--- src/hdc_macros.svh ---
`ifndef HDC_MACROS_SVH
`define HDC_MACROS_SVH

// --------------------
// hypervector geometry
// --------------------

// one generator word, four words per hypervector
`define HDC_WORD_W 32
`define HDC_WORDS 4
`define HDC_DIM (`HDC_WORD_W * `HDC_WORDS)

// item memory address, 64 entries
`define HDC_ITEM_AW 6

// instruction field of the slave stream
`define HDC_INSTR_W 16

// --------------------
// register map
// --------------------
`define HDC_AXIL_AW 12
`define HDC_REG_MODE 12'h000
`define HDC_REG_COUNT 12'h004

// xorshift start value
`define HDC_XS_SEED 32'd2463534242

`endif

--- src/hdc_pkg.sv ---
`include "hdc_macros.svh"

package hdc_pkg;

    // one hypervector and its item memory address
    typedef logic [`HDC_DIM-1:0] hv_t;
    typedef logic [`HDC_ITEM_AW-1:0] item_addr_t;

    // word position inside a hypervector
    typedef logic [$clog2(`HDC_WORDS)-1:0] word_idx_t;

    // mode register, {run, gen}
    typedef struct packed {
        logic run;
        logic gen;
    } mode_t;

    // generate phase step from the sequencer
    typedef struct packed {
        word_idx_t  word_idx;
        logic       update_item;
        item_addr_t item_a;
    } gen_step_t;

    // read request into the item memory
    typedef struct packed {
        logic       valid;
        item_addr_t addr;
    } mem_rd_req_t;

    // one output stream beat
    typedef struct packed {
        hv_t  data;
        logic last;
    } stream_beat_t;

endpackage

--- src/gen_sequencer.sv ---
`timescale 1ns/1ps
`include "hdc_macros.svh"

module gen_sequencer (
    input  logic                AXIS_ACLK,
    input  hdc_pkg::mode_t      mode,
    input  hdc_pkg::item_addr_t item_count,
    output hdc_pkg::gen_step_t  step,
    output logic                gen_done
);
    import hdc_pkg::*;

    localparam word_idx_t LAST_WORD = word_idx_t'(`HDC_WORDS - 1);

    word_idx_t  word_idx;
    logic       update_item;
    item_addr_t item_a;

    // --------------------
    // word and item counters
    // --------------------

    // everything sits at zero outside the generate phase
    always_ff @(posedge AXIS_ACLK) begin
        if (!mode.gen) begin
            word_idx    <= '0;
            update_item <= 1'b0;
            item_a      <= '0;
        end else begin
            if (word_idx == LAST_WORD) begin
                word_idx <= '0;
            end else begin
                word_idx <= word_idx + 1'b1;
            end

            // one cycle after the last word has been captured
            update_item <= (word_idx == LAST_WORD);

            if (update_item) begin
                item_a <= item_a + 1'b1;
            end
        end
    end

    always_comb begin
        step.word_idx    = word_idx;
        step.update_item = update_item;
        step.item_a      = item_a;
    end

    // last entry is item_count itself, so count+1 vectors in total
    assign gen_done = mode.gen & update_item & (item_a == item_count);

endmodule

--- config.mk ---
export PLATFORM = sky130hd
export DESIGN_NAME = gen_sequencer
export DESIGN_NICKNAME = d
export VERILOG_FILES = /design/src/hdc_pkg.sv /design/src/gen_sequencer.sv
export VERILOG_INCLUDE_DIRS = /design/src
export SDC_FILE = /design/constraint.sdc
export NUM_CORES = 1
export LEC_CHECK = 0
export ABC_AREA = 1
export BUFFER_PORTS_ARGS = -buffer_cell sky130_fd_sc_hd__buf_2
export CAP_MARGIN = 20
export CORE_AREA = 2 2 39 41
export CTS_BUF_LIST = sky130_fd_sc_hd__clkbuf_8
export DETAILED_ROUTE_END_ITERATION = 8
export DIE_AREA = 0 0 41 43
export PLACE_DENSITY = 0.78
export SLEW_MARGIN = 20
export SYNTH_ARGS = -nofsm -noshare
export SYNTH_HDL_FRONTEND = slang
export SYNTH_SLANG_ARGS = --single-unit
--- constraint.sdc ---
create_clock -name AXIS_ACLK -period 1.08 [get_ports AXIS_ACLK]
set_input_delay 0.054 -clock AXIS_ACLK [delete_from_list [all_inputs] [get_ports AXIS_ACLK]]
set_output_delay 0.054 -clock AXIS_ACLK [all_outputs]
set_load 0.02 [all_outputs]
* Yosys cells after proc, flatten, opt, wreduce, memory -nomap -nowiden
Cells that the tools add are included.
** Operators by class
- Equality and inequality tests :: 2
- Reduce and logical (&&, ||, !) cells :: 1
- Bitwise operators :: 3
- Add/sub/neg operators :: 2
** Operators with widths (count)
- 6-bit by 1-bit adder with 6-bit output, second input constant :: 1
- 6-bit equality test :: 1
- 2-bit by 1-bit adder with 2-bit output, second input constant :: 1
- 1-bit bitwise AND :: 2
- 2-bit equality test, second input constant :: 1
- 2-bit OR reduction :: 1
- 1-bit inverter :: 1
** Word-level totals
- Word-level logic and storage cells :: 11
- Bits in registers :: 9
- Output and inout bits :: 10

* Logic depth before layout (Yosys ltp)
Gate-level depths: netlist of run 1.
- Depth after elaboration :: 2
- Gate-level depth with buffers :: 6
- Gate-level depth less buffers :: 6

* Worst setup path after synthesis of run 1
Ideal clock, no wire load.
- Kind :: flip-flop to flip-flop
- Start :: reg item_a[0]
- End :: reg item_a[4]
- Path slack :: -122 ps
- Period minus slack after synthesis :: 1202 ps
- Cell stages (with the launch flop) :: 7
- Required time :: 967 ps
- Buffers on the path :: 0
- Arrival :: 1089 ps
- Setup time :: 113 ps
- Path through :: dfxtp_1 -> ha_1 -> nand3_2 -> nor2_1 -> nand2_1 -> nand2_1 -> nor2_1
** Between the ends
- Cells in the longest elaborated chain, start to end :: 1
** RTL lines
- from (decl) :: line gen_sequencer.sv:17 : item_addr_t item_a;
- from (signal assigned) :: line gen_sequencer.sv:40 : item_a <= item_a + 1'b1;
- 6-bit by 1-bit adder with 6-bit output :: line gen_sequencer.sv:40
Every way passes these cells.
A chain may end at the register's enable or synchronous reset.

* Worst setup path in the final report of run 1
- Start :: reg item_a[1]
- End :: out gen_done
** Between the ends
- Cells in the longest elaborated chain, start to end :: 2
** RTL lines
- 6-bit equality test :: line gen_sequencer.sv:52 : assign gen_done = mode.gen & update_item & (item_a == item_count);
- 1-bit bitwise AND :: line gen_sequencer.sv:52
- to (decl) :: line gen_sequencer.sv:9 : output logic gen_done
Every way passes these cells.

==> reports/results.txt, run 1 <==
The register bit total from synthesis is 9, and the setup TNS after final layout is -139.5 ps. Worst-path maximum fanout: 3. The floorplan step set the die width to 41 um.

The compound-gate portion of the synthesized area was 6.076%; the number of port buffers was 17. The worst setup slack after placement was 29.00 ps. The cell type of the slowest stage on the worst timing path was dfxtp_4.

The first detailed-routing pass took 4 iterations. Setup repair after global routing could not meet its margin everywhere. The clock passes through at most 2 buffers. For the worst setup path, the data arrival time is 1100 ps. Cells with a size suffix above 1 make up 40.78% of the layout. The run finished, with violations left. The tools report the hold violation total from the final report as 0. The worst setup path is launched from a register. For the final database, setup skew stands at 0.6977 ps.

The clock reaches the later pin of the worst-skew pair after 230 ps. Number of maximum-capacitance violations: 0. The run gives 1384 um^2 as the core footprint.

For the net count of the finished layout, the log shows 115. 19 I/O pins were placed. The biggest area consumer among synthesized cells was dfxtp_1. Static timing analysis puts the maximum clock frequency at 0.8642 GHz. The cell sitting at the root of the clock tree is a clkbuf_8. The most common library cell in the layout ignoring fill and taps is nand2_1. For this block, the initial DRC count from the detailed router was 13.

TritonCTS built the clock tree. The congestion estimate from routability-driven global placement came to 0.7383. After Yosys synthesis, full adders, half adders and majority gates account for 5.063% of the synthesized area.

The time the worst path needs with I/O delays and setup was 1157 ps; the multi-input combinational cell area was 276.5 um^2. The synthesized netlist occupies a cell area of 494.2 um^2. In the global route stage, overall resource usage came out at 13.64%. In the routed design, unresolved DRC markers number 0. The run gives 1116 um as the wire length reported by the detailed router.

The maximum VDD drop is 0.6329 mV, and the delay contributed by the slowest stage of the critical path is 350 ps. Yosys attributes the largest share of cell area to dfxtp_1 36%, nand2_1 17%, nor2_1 11%, inv_1 9.9%, ha_1 5.1%. The areal power density over the cells works out to 1115 nW/um^2. The CTS buffer count is 3.

The first global-routing pass estimated 1669 um of wire. The initial utilization of the core area, before any placement, comes to 35.71%. In the layout the commonest cells are 23 x nand2_1, 16 x buf_2, 13 x inv_1. The final critical-path share of the clock period is 107.1%. For the maximum number of pins on one net before global-route repair, the log shows 9.

The cell that appears most often on the critical path is nand2_1. The synthesized netlist net count is 89, and the final antenna-violating net count is 0. The critical path goes through inv_1 -> nand2_1 -> nand2_1 -> nor2_1 -> nand2_1 -> nor2_2 -> buf_6. For this design, the sink count on the clock tree is 9. Utilization after layout: 52.89%. The checks that failed: negative setup slack. The area taken by flip-flops and latches came out at 201.4 um^2. Final hold analysis gives a worst-case slack of 99.97 ps. The initial antenna violation count was 0; the simple logic cell fraction of the synthesized area was 39.49%. The leakage component of the power came out at 0.3887 nW.

The class of the most critical hold timing path was in -> reg. The worst setup path is captured at an output pin. At the worst endpoint, the required time is 1030 ps.

Number of buffers and inverters on the critical path: 2. Grouping stages by cell kind, the critical path spends the most delay in flip-flops. The largest family of logic cells by synthesized area was simple AND/OR/NAND/NOR gates.

The via count of the first global-routing pass was 419; the number of synthesis warnings was 0. The wire-length estimate of the detail-placed layout is 778.5 um. Summed over its instances, the top area cell type makes up 36.46% of the synthesized netlist area. Fill cells in the final layout number 143.

After detailed routing, the number of vias per cell comes to 4.471. The clock-pin slew on the worst setup and hold paths came out at 40 ps. The worst setup path is of the reg -> out kind. The xor/xnor share of the synthesized area was 0%; the remaining max-slew budget at the tightest pin was 89.62%.

The die covers 1763 um^2. The worst setup margin was -77.17 ps. The sum of overflow across all layers after global routing was 0. The number of setup violations in the final report was 2; the final max-slew violation count was 0. The share of the Yosys chip area taken by registers is 36.46%. The tools report the synthesized netlist cell count as 78.

The multiplexer share of the synthesized area was 0%; the y dimension of the die was 43 um. The initialized floorplan defines 14 standard-cell rows. The number of different library cells used by synthesis comes to 15. Overall power consumption after layout is estimated at 0.0008165 W.

At the pin with the least slew margin, the transition time is 154.5 ps. The area added between synthesis and finish is 48.10%. In the final routed layout, each cell accounts on average for 9.378 um. The logs give 1 for the maximum level of the CTS H-tree and 532 for the total number of vias. The number of antenna diodes was 0.

The average size of a mapped cell is 6.336 um^2.
[final cells by class]
type	count	share of cell area, %
Multi-Input combinational cell	54	37.78
Sequential cell	9	27.52
Timing Repair Buffer	23	19.15
Inverter	13	6.667
Clock buffer	3	5.641
Tap cell	16	2.735
Clock inverter	1	0.5128
[power by group]
| part | leakage, nW | total, W | internal [W] | switching, W |
|---|---|---|---|---|
| Clock | 0.0269 | 0.000377 | 0.000247 | 0.000129 |
| Combinational | 0.284 | 0.0000927 | 0.0000409 | 0.0000518 |
| Sequential | 0.0781 | 0.000347 | 0.000336 | 0.0000109 |
[path summary, 6_finish.rpt]
kind | from | endpoint | slack (ps) | depth (start not counted)
max | item_a[1] | gen_done | -80 | 7
min | mode[0] | update_item | 100 | 3
max reg2reg | item_a[1] | item_a[4] | -60 | 8
min reg2reg | word_idx[0] | word_idx[0] | 460 | 1
[synthesized netlist by cell type (all sizes together)]
| master | instances |
|---|---|
| nand2 | 25 |
| nor2 | 15 |
| inv | 13 |
| dfxtp | 9 |
| a21oi | 4 |
| nand3 | 3 |
| buf | 2 |
| ha | 2 |
| nor3 | 2 |
| o21ai | 2 |
| nor3b | 1 |
[cells by family (layout without fill, tap and decap cells)]
group / after synthesis / in the layout
adders and majority gates: 2 / 2
buffers and inverters: 15 / 40
AOI/OAI and AO/OA: 6 / 6
and+or+nand+nor: 46 / 46
DFF: 9 / 9
[worst min-delay path, stage by stage]
cell,delay [ps]
buf_2,140
nand2_1,60
inv_1,30
[repair_timing]
item                                    in CTS  in global routing
pin swaps                                    0                  5
setup buffers                                3                  1
gates resized for setup                     11                  8
hold endpoints to repair                     0                  0
endpoints found under the setup margin       1                  3
hold buffers                                 0                  0
cloned                                       0                  0
[stage by stage]
step | instance area (um^2) | std cells
2_1_floorplan | 499.2 | 78
3_3_place_gp | 604.3 | 111
3_5_place_dp | 604.3 | 111
4_1_cts | 694.4 | 118
5_1_grt | 732.0 | 119
6_report | 732.0 | 119
[routing by layer]
layer	routed length [um]	GRT usage [%]	vias to the layer above
met2	587	20.31	9
met4	9	6.000	0
met5	0	0	-
met3	36	3.141	2
met1	482	18.03	236
li1	-	-	285
[state kept, by name, indices dropped and copies added, names as in the netlist]
signal	flops
item_a	6
update_item	1
word_idx	2
No activity file was read; power rests on OpenSTA's default activity.
==> run 2: changes to the inputs <==
--- a/config.mk
+++ b/config.mk
@@ -13,7 +13,7 @@
 export CTS_BUF_LIST = sky130_fd_sc_hd__clkbuf_8
 export DETAILED_ROUTE_END_ITERATION = 8
 export DIE_AREA = 0 0 41 43
-export PLACE_DENSITY = 0.78
+export PLACE_DENSITY = 0.75
 export SLEW_MARGIN = 20
 export SYNTH_ARGS = -nofsm -noshare
 export SYNTH_HDL_FRONTEND = slang
==> constraint.sdc (replaced) <==
create_clock -name AXIS_ACLK -period 1.1 [get_ports AXIS_ACLK]
set_input_delay 0.055 -clock AXIS_ACLK [delete_from_list [all_inputs] [get_ports AXIS_ACLK]]
set_output_delay 0.055 -clock AXIS_ACLK [all_outputs]
set_load 0.02 [all_outputs]
==> reports/results.txt, run 2 (synthesized netlist as in run 1, its figures left out) <==
The flow ran to the end, but the final reports show violations. The checks that failed: negative setup slack. The areal power density over the cells is 1170 nW/um^2 (+4.9%), and the vias per cell is 4.436 (-0.78%). For the maximum level of the CTS H-tree, the log shows 1 (unchanged).

The y dimension of the die is 43 um (unchanged). The violation count after the first detailed-routing iteration came out at 5 (-8). The worst-path maximum fanout came out at 5 (+2). The post-detailed-placement half-perimeter wirelength was 738 um (-5.2%); the placer's final routability congestion estimate was 0.7397 (+0.19%).

The run gives 230 ps (about the same) as the worst-skew pair later-pin latency. The wire length reported by the detailed router is 990 um (-11%), and the final max-slew violation count is 0 (unchanged). The clock-pin slew on the worst setup and hold paths is 40 ps (about the same). The remaining max-slew budget at the tightest pin was 88.63% (-0.99 points). The net count of the finished layout is 113 (-1.7%), and the die area is 1763 um^2 (unchanged).

The maximum root-to-sink buffer count is 2 (unchanged), and the slew at the pin closest to its max-slew limit is 170.3 ps (+15.78 ps). From synthesis to final layout, the design area changed by 38.48%. The number of flip-flops in the largest register came out at 6 (unchanged). The via count of the first global-routing pass was 426 (+1.7%). The core footprint was 1384 um^2 (unchanged).

The first-pass iteration count of the detailed router is 4 (unchanged), and the fraction of final layout cells sized beyond drive strength 1 is 37.62% (-3.2 points). The tools report the all-layer global routing usage as 15.05% (+1.4 points). TritonCTS built the clock tree.

The tools report the initial antenna violation count as 0 (unchanged). For the first-pass GRT wire length, the log shows 1697 um (+1.7%). Class of the most critical hold timing path: in -> reg. The final critical path takes up 104.1% of the cycle. The average wire length per cell after detail routing came out at 8.462 um (-9.8%). Final antenna-violating net count: 0 (unchanged).

The register name with the most flops is item_a. The utilization after layout was 49.46% (-3.4 points); the time the worst path needs with I/O delays and setup was 1145 ps. The library cells used most frequently in the layout, excluding fill and tap cells, are 23 x nand2_1, 16 x buf_2, 12 x inv_1, 12 x nor2_1. The run gives 0 (unchanged) as the post-detailed-route DRC marker count.

The worst setup slack after placement is 46.66 ps (+17.66 ps), and the initial core utilization is 35.71% (unchanged). The number of port buffers is 17 (unchanged), and the CTS buffer count is 3 (unchanged). Leaving out fill and tap cells, the most frequent cell in the layout is nand2_1. The largest registers in the layout are item_a (6), word_idx (2), update_item (1). The number of antenna diodes is 0 (unchanged), and the total clock sinks is 9 (unchanged). The logs give 9 (unchanged) for the maximum number of pins on one net before global-route repair and 0.3746 nW (-3.6%) for the leakage component of the power. The horizontal extent of the die is 41 um (unchanged), and the worst setup margin is -44.83 ps (+32.33 ps). For this run, the top clock speed supported by timing is 0.8735 GHz. The total number of vias is 519 (-2.4%). The hold violation total from the final report is 0 (unchanged), and the maximum VDD drop is 1.016 mV (+60%).

The number of maximum-capacitance violations is 0 (unchanged), and the worst clock skew on the final layout is 3.557 ps (+2.859 ps). The number of setup violations in the final report is 1 (-1). The run gives 19 (unchanged) as the total I/O pin count. The setup path with the least slack is of type reg -> out. The worst setup path is launched from a register.

The final total power was 0.0008009 W (-1.9%). The critical path required time came out at 1040 ps (about the same). The run gives 0 (unchanged) as the sum of overflow across all layers after global routing.

The worst setup path is captured at an output pin. For the number of cell rows, the log shows 14 (unchanged). The tools report the cell at the root of the clock tree as clkbuf_8. Arrival time of the worst setup path: 1090 ps (about the same).

The worst hold slack was 100.3 ps (+0.3153 ps). Setup repair after global routing could not meet its margin everywhere.
## run 2: layout make-up
type                    count  area [um^2]
inverters                  13        48.80
flip-flops and latches      9        191.4
well taps                  16        20.02
repair buffers             21        121.4
fillers                   148        699.4
multi-input cells          54        257.7
clock inverters             1        3.754
clock buffers               3        41.29
## run 2: report_power, final
group	switching, W	internal [W]
Sequential	0.0000104	0.000336
Clock	0.000126	0.000242
Combinational	0.0000486	0.0000377
Total	0.000185	0.000616
## run 2: path summary, 6_finish.rpt
check	endpoint	depth (start not counted)	slack, ps	from
setup / recovery	gen_done	6	-40	item_a[3]
hold / removal	update_item	3	100	mode[0]
setup reg to reg	item_a[4]	7	10	item_a[1]
hold reg to reg	word_idx[0]	1	450	word_idx[0]
## run 2: critical path: stages (launching register included)
cell and delay (ps):
dfxtp_1 340, inv_2 90, nand2_1 50, nand2_1 50
nand3_1 90, nor2_2 120, buf_6 120
## run 2: repair_timing
item	in CTS	in global routing
hold buffers	0	0
endpoints found under the setup margin	1	3
setup buffers	2	0
resized for setup	9	2
## run 2: stage by stage
step                      TNS (ps)  cells  instance area [um^2]
after floorplan                  0     78                 499.2
after global placement           0    111                 604.3
after detailed placement         0    111                 604.3
after CTS                   -70.93    117                 680.7
after global routing        -219.2    117                 684.4
final                       -44.83    117                 684.4
## run 2: routing by layer
layer	GRT usage (%)	vias to the layer above	share of wire, %	wire length (um)
met4	10.00	0	2.5	25
met1	16.39	223	41	406
met2	21.56	12	49	485
met5	0	-	0	0
li1	-	279	-	-
met3	7.853	5	7.3	72
==> run 3: changes to the inputs <==
--- a/config.mk
+++ b/config.mk
@@ -9,10 +9,9 @@
 export ABC_AREA = 1
 export BUFFER_PORTS_ARGS = -buffer_cell sky130_fd_sc_hd__buf_2
 export CAP_MARGIN = 20
-export CORE_AREA = 2 2 39 41
+export CORE_UTILIZATION = 35
 export CTS_BUF_LIST = sky130_fd_sc_hd__clkbuf_8
 export DETAILED_ROUTE_END_ITERATION = 8
-export DIE_AREA = 0 0 41 43
 export PLACE_DENSITY = 0.75
 export SLEW_MARGIN = 20
 export SYNTH_ARGS = -nofsm -noshare
==> constraint.sdc (replaced) <==
create_clock -name AXIS_ACLK -period 0.95 [get_ports AXIS_ACLK]
set_input_delay 0.0475 -clock AXIS_ACLK [delete_from_list [all_inputs] [get_ports AXIS_ACLK]]
set_output_delay 0.0475 -clock AXIS_ACLK [all_outputs]
set_load 0.02 [all_outputs]
==> reports/results.txt, run 3 (synthesized netlist as in run 1, its figures left out) <==
The tools report the hold violation total from the final report as 0 (unchanged). The run gives 3 (unchanged) as the CTS buffer count. TritonCTS built the clock tree.

The first-pass GRT wire length is 1745 um (+2.8%), and the number of buffers and inverters on the critical path is 2 (unchanged). The sort of element at the end of the critical path was an output pin. The sum of overflow across all layers after global routing is 0 (unchanged).

The total number of vias is 573 (+10%). CTS placed an instance of clkbuf_8 at the clock tree root. The final max-slew violation count is 0 (unchanged). The run gives 0.4561 nW (+22%) as the leakage component of the power. Maximum VDD drop: 0.7872 mV (-22%). Register name with the most flops: item_a. The tools report the number of cell rows as 13 (-1). The class of the most critical hold timing path was in -> reg.

The areal power density over the cells is 1113 nW/um^2 (-4.9%), and the quantity of hold-fixing buffers added after cts is 0 (unchanged). The via count of the first global-routing pass is 475 (+12%), and the average wire length per cell after detail routing is 9.063 um (+7.1%). The worst setup margin is -204.5 ps (-159.6 ps).

The final reports fail on negative setup slack. The run gives 0.7747 (+4.7%) as the placer's final routability congestion estimate. The largest registers in the layout are item_a (6), word_idx (2), update_item (1). The initial antenna violation count was 0 (unchanged); the final non-filler cell total was 127 (+8.5%). The violation count after the first detailed-routing iteration was 7 (+2); the clock-pin slew on the worst setup and hold paths was 40 ps (about the same). For the total I/O pin count, the log shows 19 (unchanged). Global routing's busiest layer: met2. The worst-path maximum fanout was 5 (unchanged); the post-detailed-placement half-perimeter wirelength was 804.2 um (+9.0%). The signal on the critical path passes through inv_1 -> nand2_1 -> nand2_1 -> nand3_1 -> nor2_4 -> buf_6. Among all stages on the critical path, the largest delay is contributed by dfxtp_2. The post-detailed-route DRC marker count is 0 (unchanged), and the number of antenna diodes is 0 (unchanged). The initial core utilization is 37.98% (+2.3 points).

After layout, the minimum clock period comes to 1154 ps. The maximum number of pins on one net before global-route repair was 8 (-1); the die area was 1566 um^2 (-11%). The wire length reported by the detailed router was 1151 um (+16%). The remaining max-slew budget at the tightest pin is 91.24% (+2.6 points). The tools report the worst clock skew on the final layout as 0.7410 ps (-2.816 ps).

Nature of the critical path startpoint: a register. Based on the critical path, the design can be clocked at up to 0.8662 GHz. For the core footprint, the log shows 1301 um^2 (-6.0%). The worst-skew pair later-pin latency is 230 ps (about the same), and the vias per cell is 4.512 (+1.7%).

The utilization after layout was 66.44% (+17 points); the all-layer global routing usage was 17.36% (+2.3 points). The type of the setup path with the least slack was reg -> out. The count of filler cells inserted in the layout was 107 (-28%).

The run finished, with violations left. The run gives 3 (-1) as the first-pass iteration count of the detailed router. The critical path required time came out at 900 ps (-140 ps). Setup repair after global routing could not meet its margin everywhere.

The run gives -880.2 ps (-835.4 ps) as the setup TNS after final layout. The number of port buffers is 17 (unchanged). The library cell used most frequently in the layout, excluding fill and tap cells, is nand2_1.

Number of flip-flops in the largest register: 6 (unchanged). The worst hold slack was 167.3 ps (+67.07 ps); the number of setup violations in the final report was 8 (+7). In the layout the commonest cells are 22 x nand2_1, 14 x buf_2, 13 x inv_1.

Maximum level of the CTS H-tree: 1 (unchanged). The delay contributed by the slowest stage of the critical path is 330 ps (about the same), and the horizontal extent of the die is 39.58 um (-3.5%). The number of maximum-capacitance violations is 0 (unchanged), and the net count of the finished layout is 124 (+9.7%). The global routing usage on met2 was 29.10% (+7.5 points). The cell that appears most often on the critical path is nand2_1. The final critical-path share of the clock period was 121.5%. Y dimension of the die: 39.58 um (-8.0%).

For the global-route met3 utilization, the log shows 3.409% (-4.4 points). The slew at the pin closest to its max-slew limit is 130.0 ps (-40.33 ps), and the total clock sinks is 9 (unchanged). The area growth from synthesis to layout is 74.94%. The tools report the arrival time of the worst setup path as 1110 ps (+20 ps). The fraction of final layout cells sized beyond drive strength 1 came out at 50.00% (+12 points). Met1 routing resource usage after global routing: 18.90% (+2.5 points). For the maximum root-to-sink buffer count, the log shows 2 (unchanged). The tools report the final antenna-violating net count as 0 (unchanged).

The number of placed instances, taps included is 116 (+4.5%). Broken down by cell family, the worst path's largest delay share belongs to simple AND/OR/NAND/NOR gates.
## run 3: changes by cell type in the layout (fill, tap and decap cells not counted), moves of 2 or more
cell / previous run / this run
dfxtp_1: 4 / 2
dfxtp_2: 3 / 5
nor2_4: 0 / 3
nor2_2: 3 / 0
buf_2: 16 / 14
buf_6: 1 / 9
a21oi_1: 4 / 1
a21oi_2: 0 / 3
buf_4: 4 / 9
## run 3: cell type report
cell class / instances / area, um^2 / area share, %
inverters: 13 / 48.80 / 5.644
clock inverters: 1 / 3.754 / 0.4342
flip-flops and latches: 9 / 193.9 / 22.43
repair buffers: 32 / 239.0 / 27.64
clock buffers: 3 / 41.29 / 4.776
well taps: 15 / 18.77 / 2.171
multi-input cells: 54 / 319.1 / 36.90
## run 3: power by group
| group | internal [W] | leakage, nW | switching [W] |
|---|---|---|---|
| registers | 0.000390 | 0.0773 | 0.00000969 |
| clock network | 0.000282 | 0.0269 | 0.000155 |
| logic | 0.0000588 | 0.352 | 0.0000667 |
## run 3: worst reg2reg max path, stage by stage, from the launching register on
cell and delay (ps):
dfxtp_4 350, buf_6 100, buf_6 90, ha_4 140, nand3_4 80, nor2_4 110
nand2_1 50, nand2_1 50, nor2_1 30
## run 3: final timing paths
| kind | from | endpoint | slack [ps] | cells past startpoint |
|---|---|---|---|---|
| worst min-delay path | mode[0] | update_item | 170 | 4 |
| worst max-delay path | item_a[3] | gen_done | -200 | 6 |
| worst min register to register | word_idx[0] | word_idx[0] | 450 | 1 |
| worst max register to register | item_a[1] | item_a[4] | -150 | 8 |
## run 3: metal layers
metal | up-vias | part of all wire [%]
met4 | 0 | 2.5
met2 | 16 | 47
met3 | 3 | 4.1
met1 | 251 | 46
li1 | 303 | -
met5 | - | 0
## run 3: what timing repair did
item | in CTS | in global routing
gates resized for setup | 13 | 11
pin swaps | 7 | 8
cloned | 0 | 0
buffers inserted | 6 | 1
endpoints found under the setup margin | 3 | 8
## run 3: per-stage QoR
| stage | cell area, um^2 | setup WS (ps) | total power [W] |
|---|---|---|---|
| 2_1_floorplan | 529.3 | -14.34 | 0.0004721 |
| 3_3_place_gp | 678.2 | -2.412 | 0.0005157 |
| 3_5_place_dp | 678.2 | -19.07 | 0.0005204 |
| 4_1_cts | 810.8 | -223.8 | 0.0009758 |
| 5_1_grt | 864.6 | -264.4 | 0.001012 |
| 6_report | 864.6 | -204.5 | 0.0009620 |
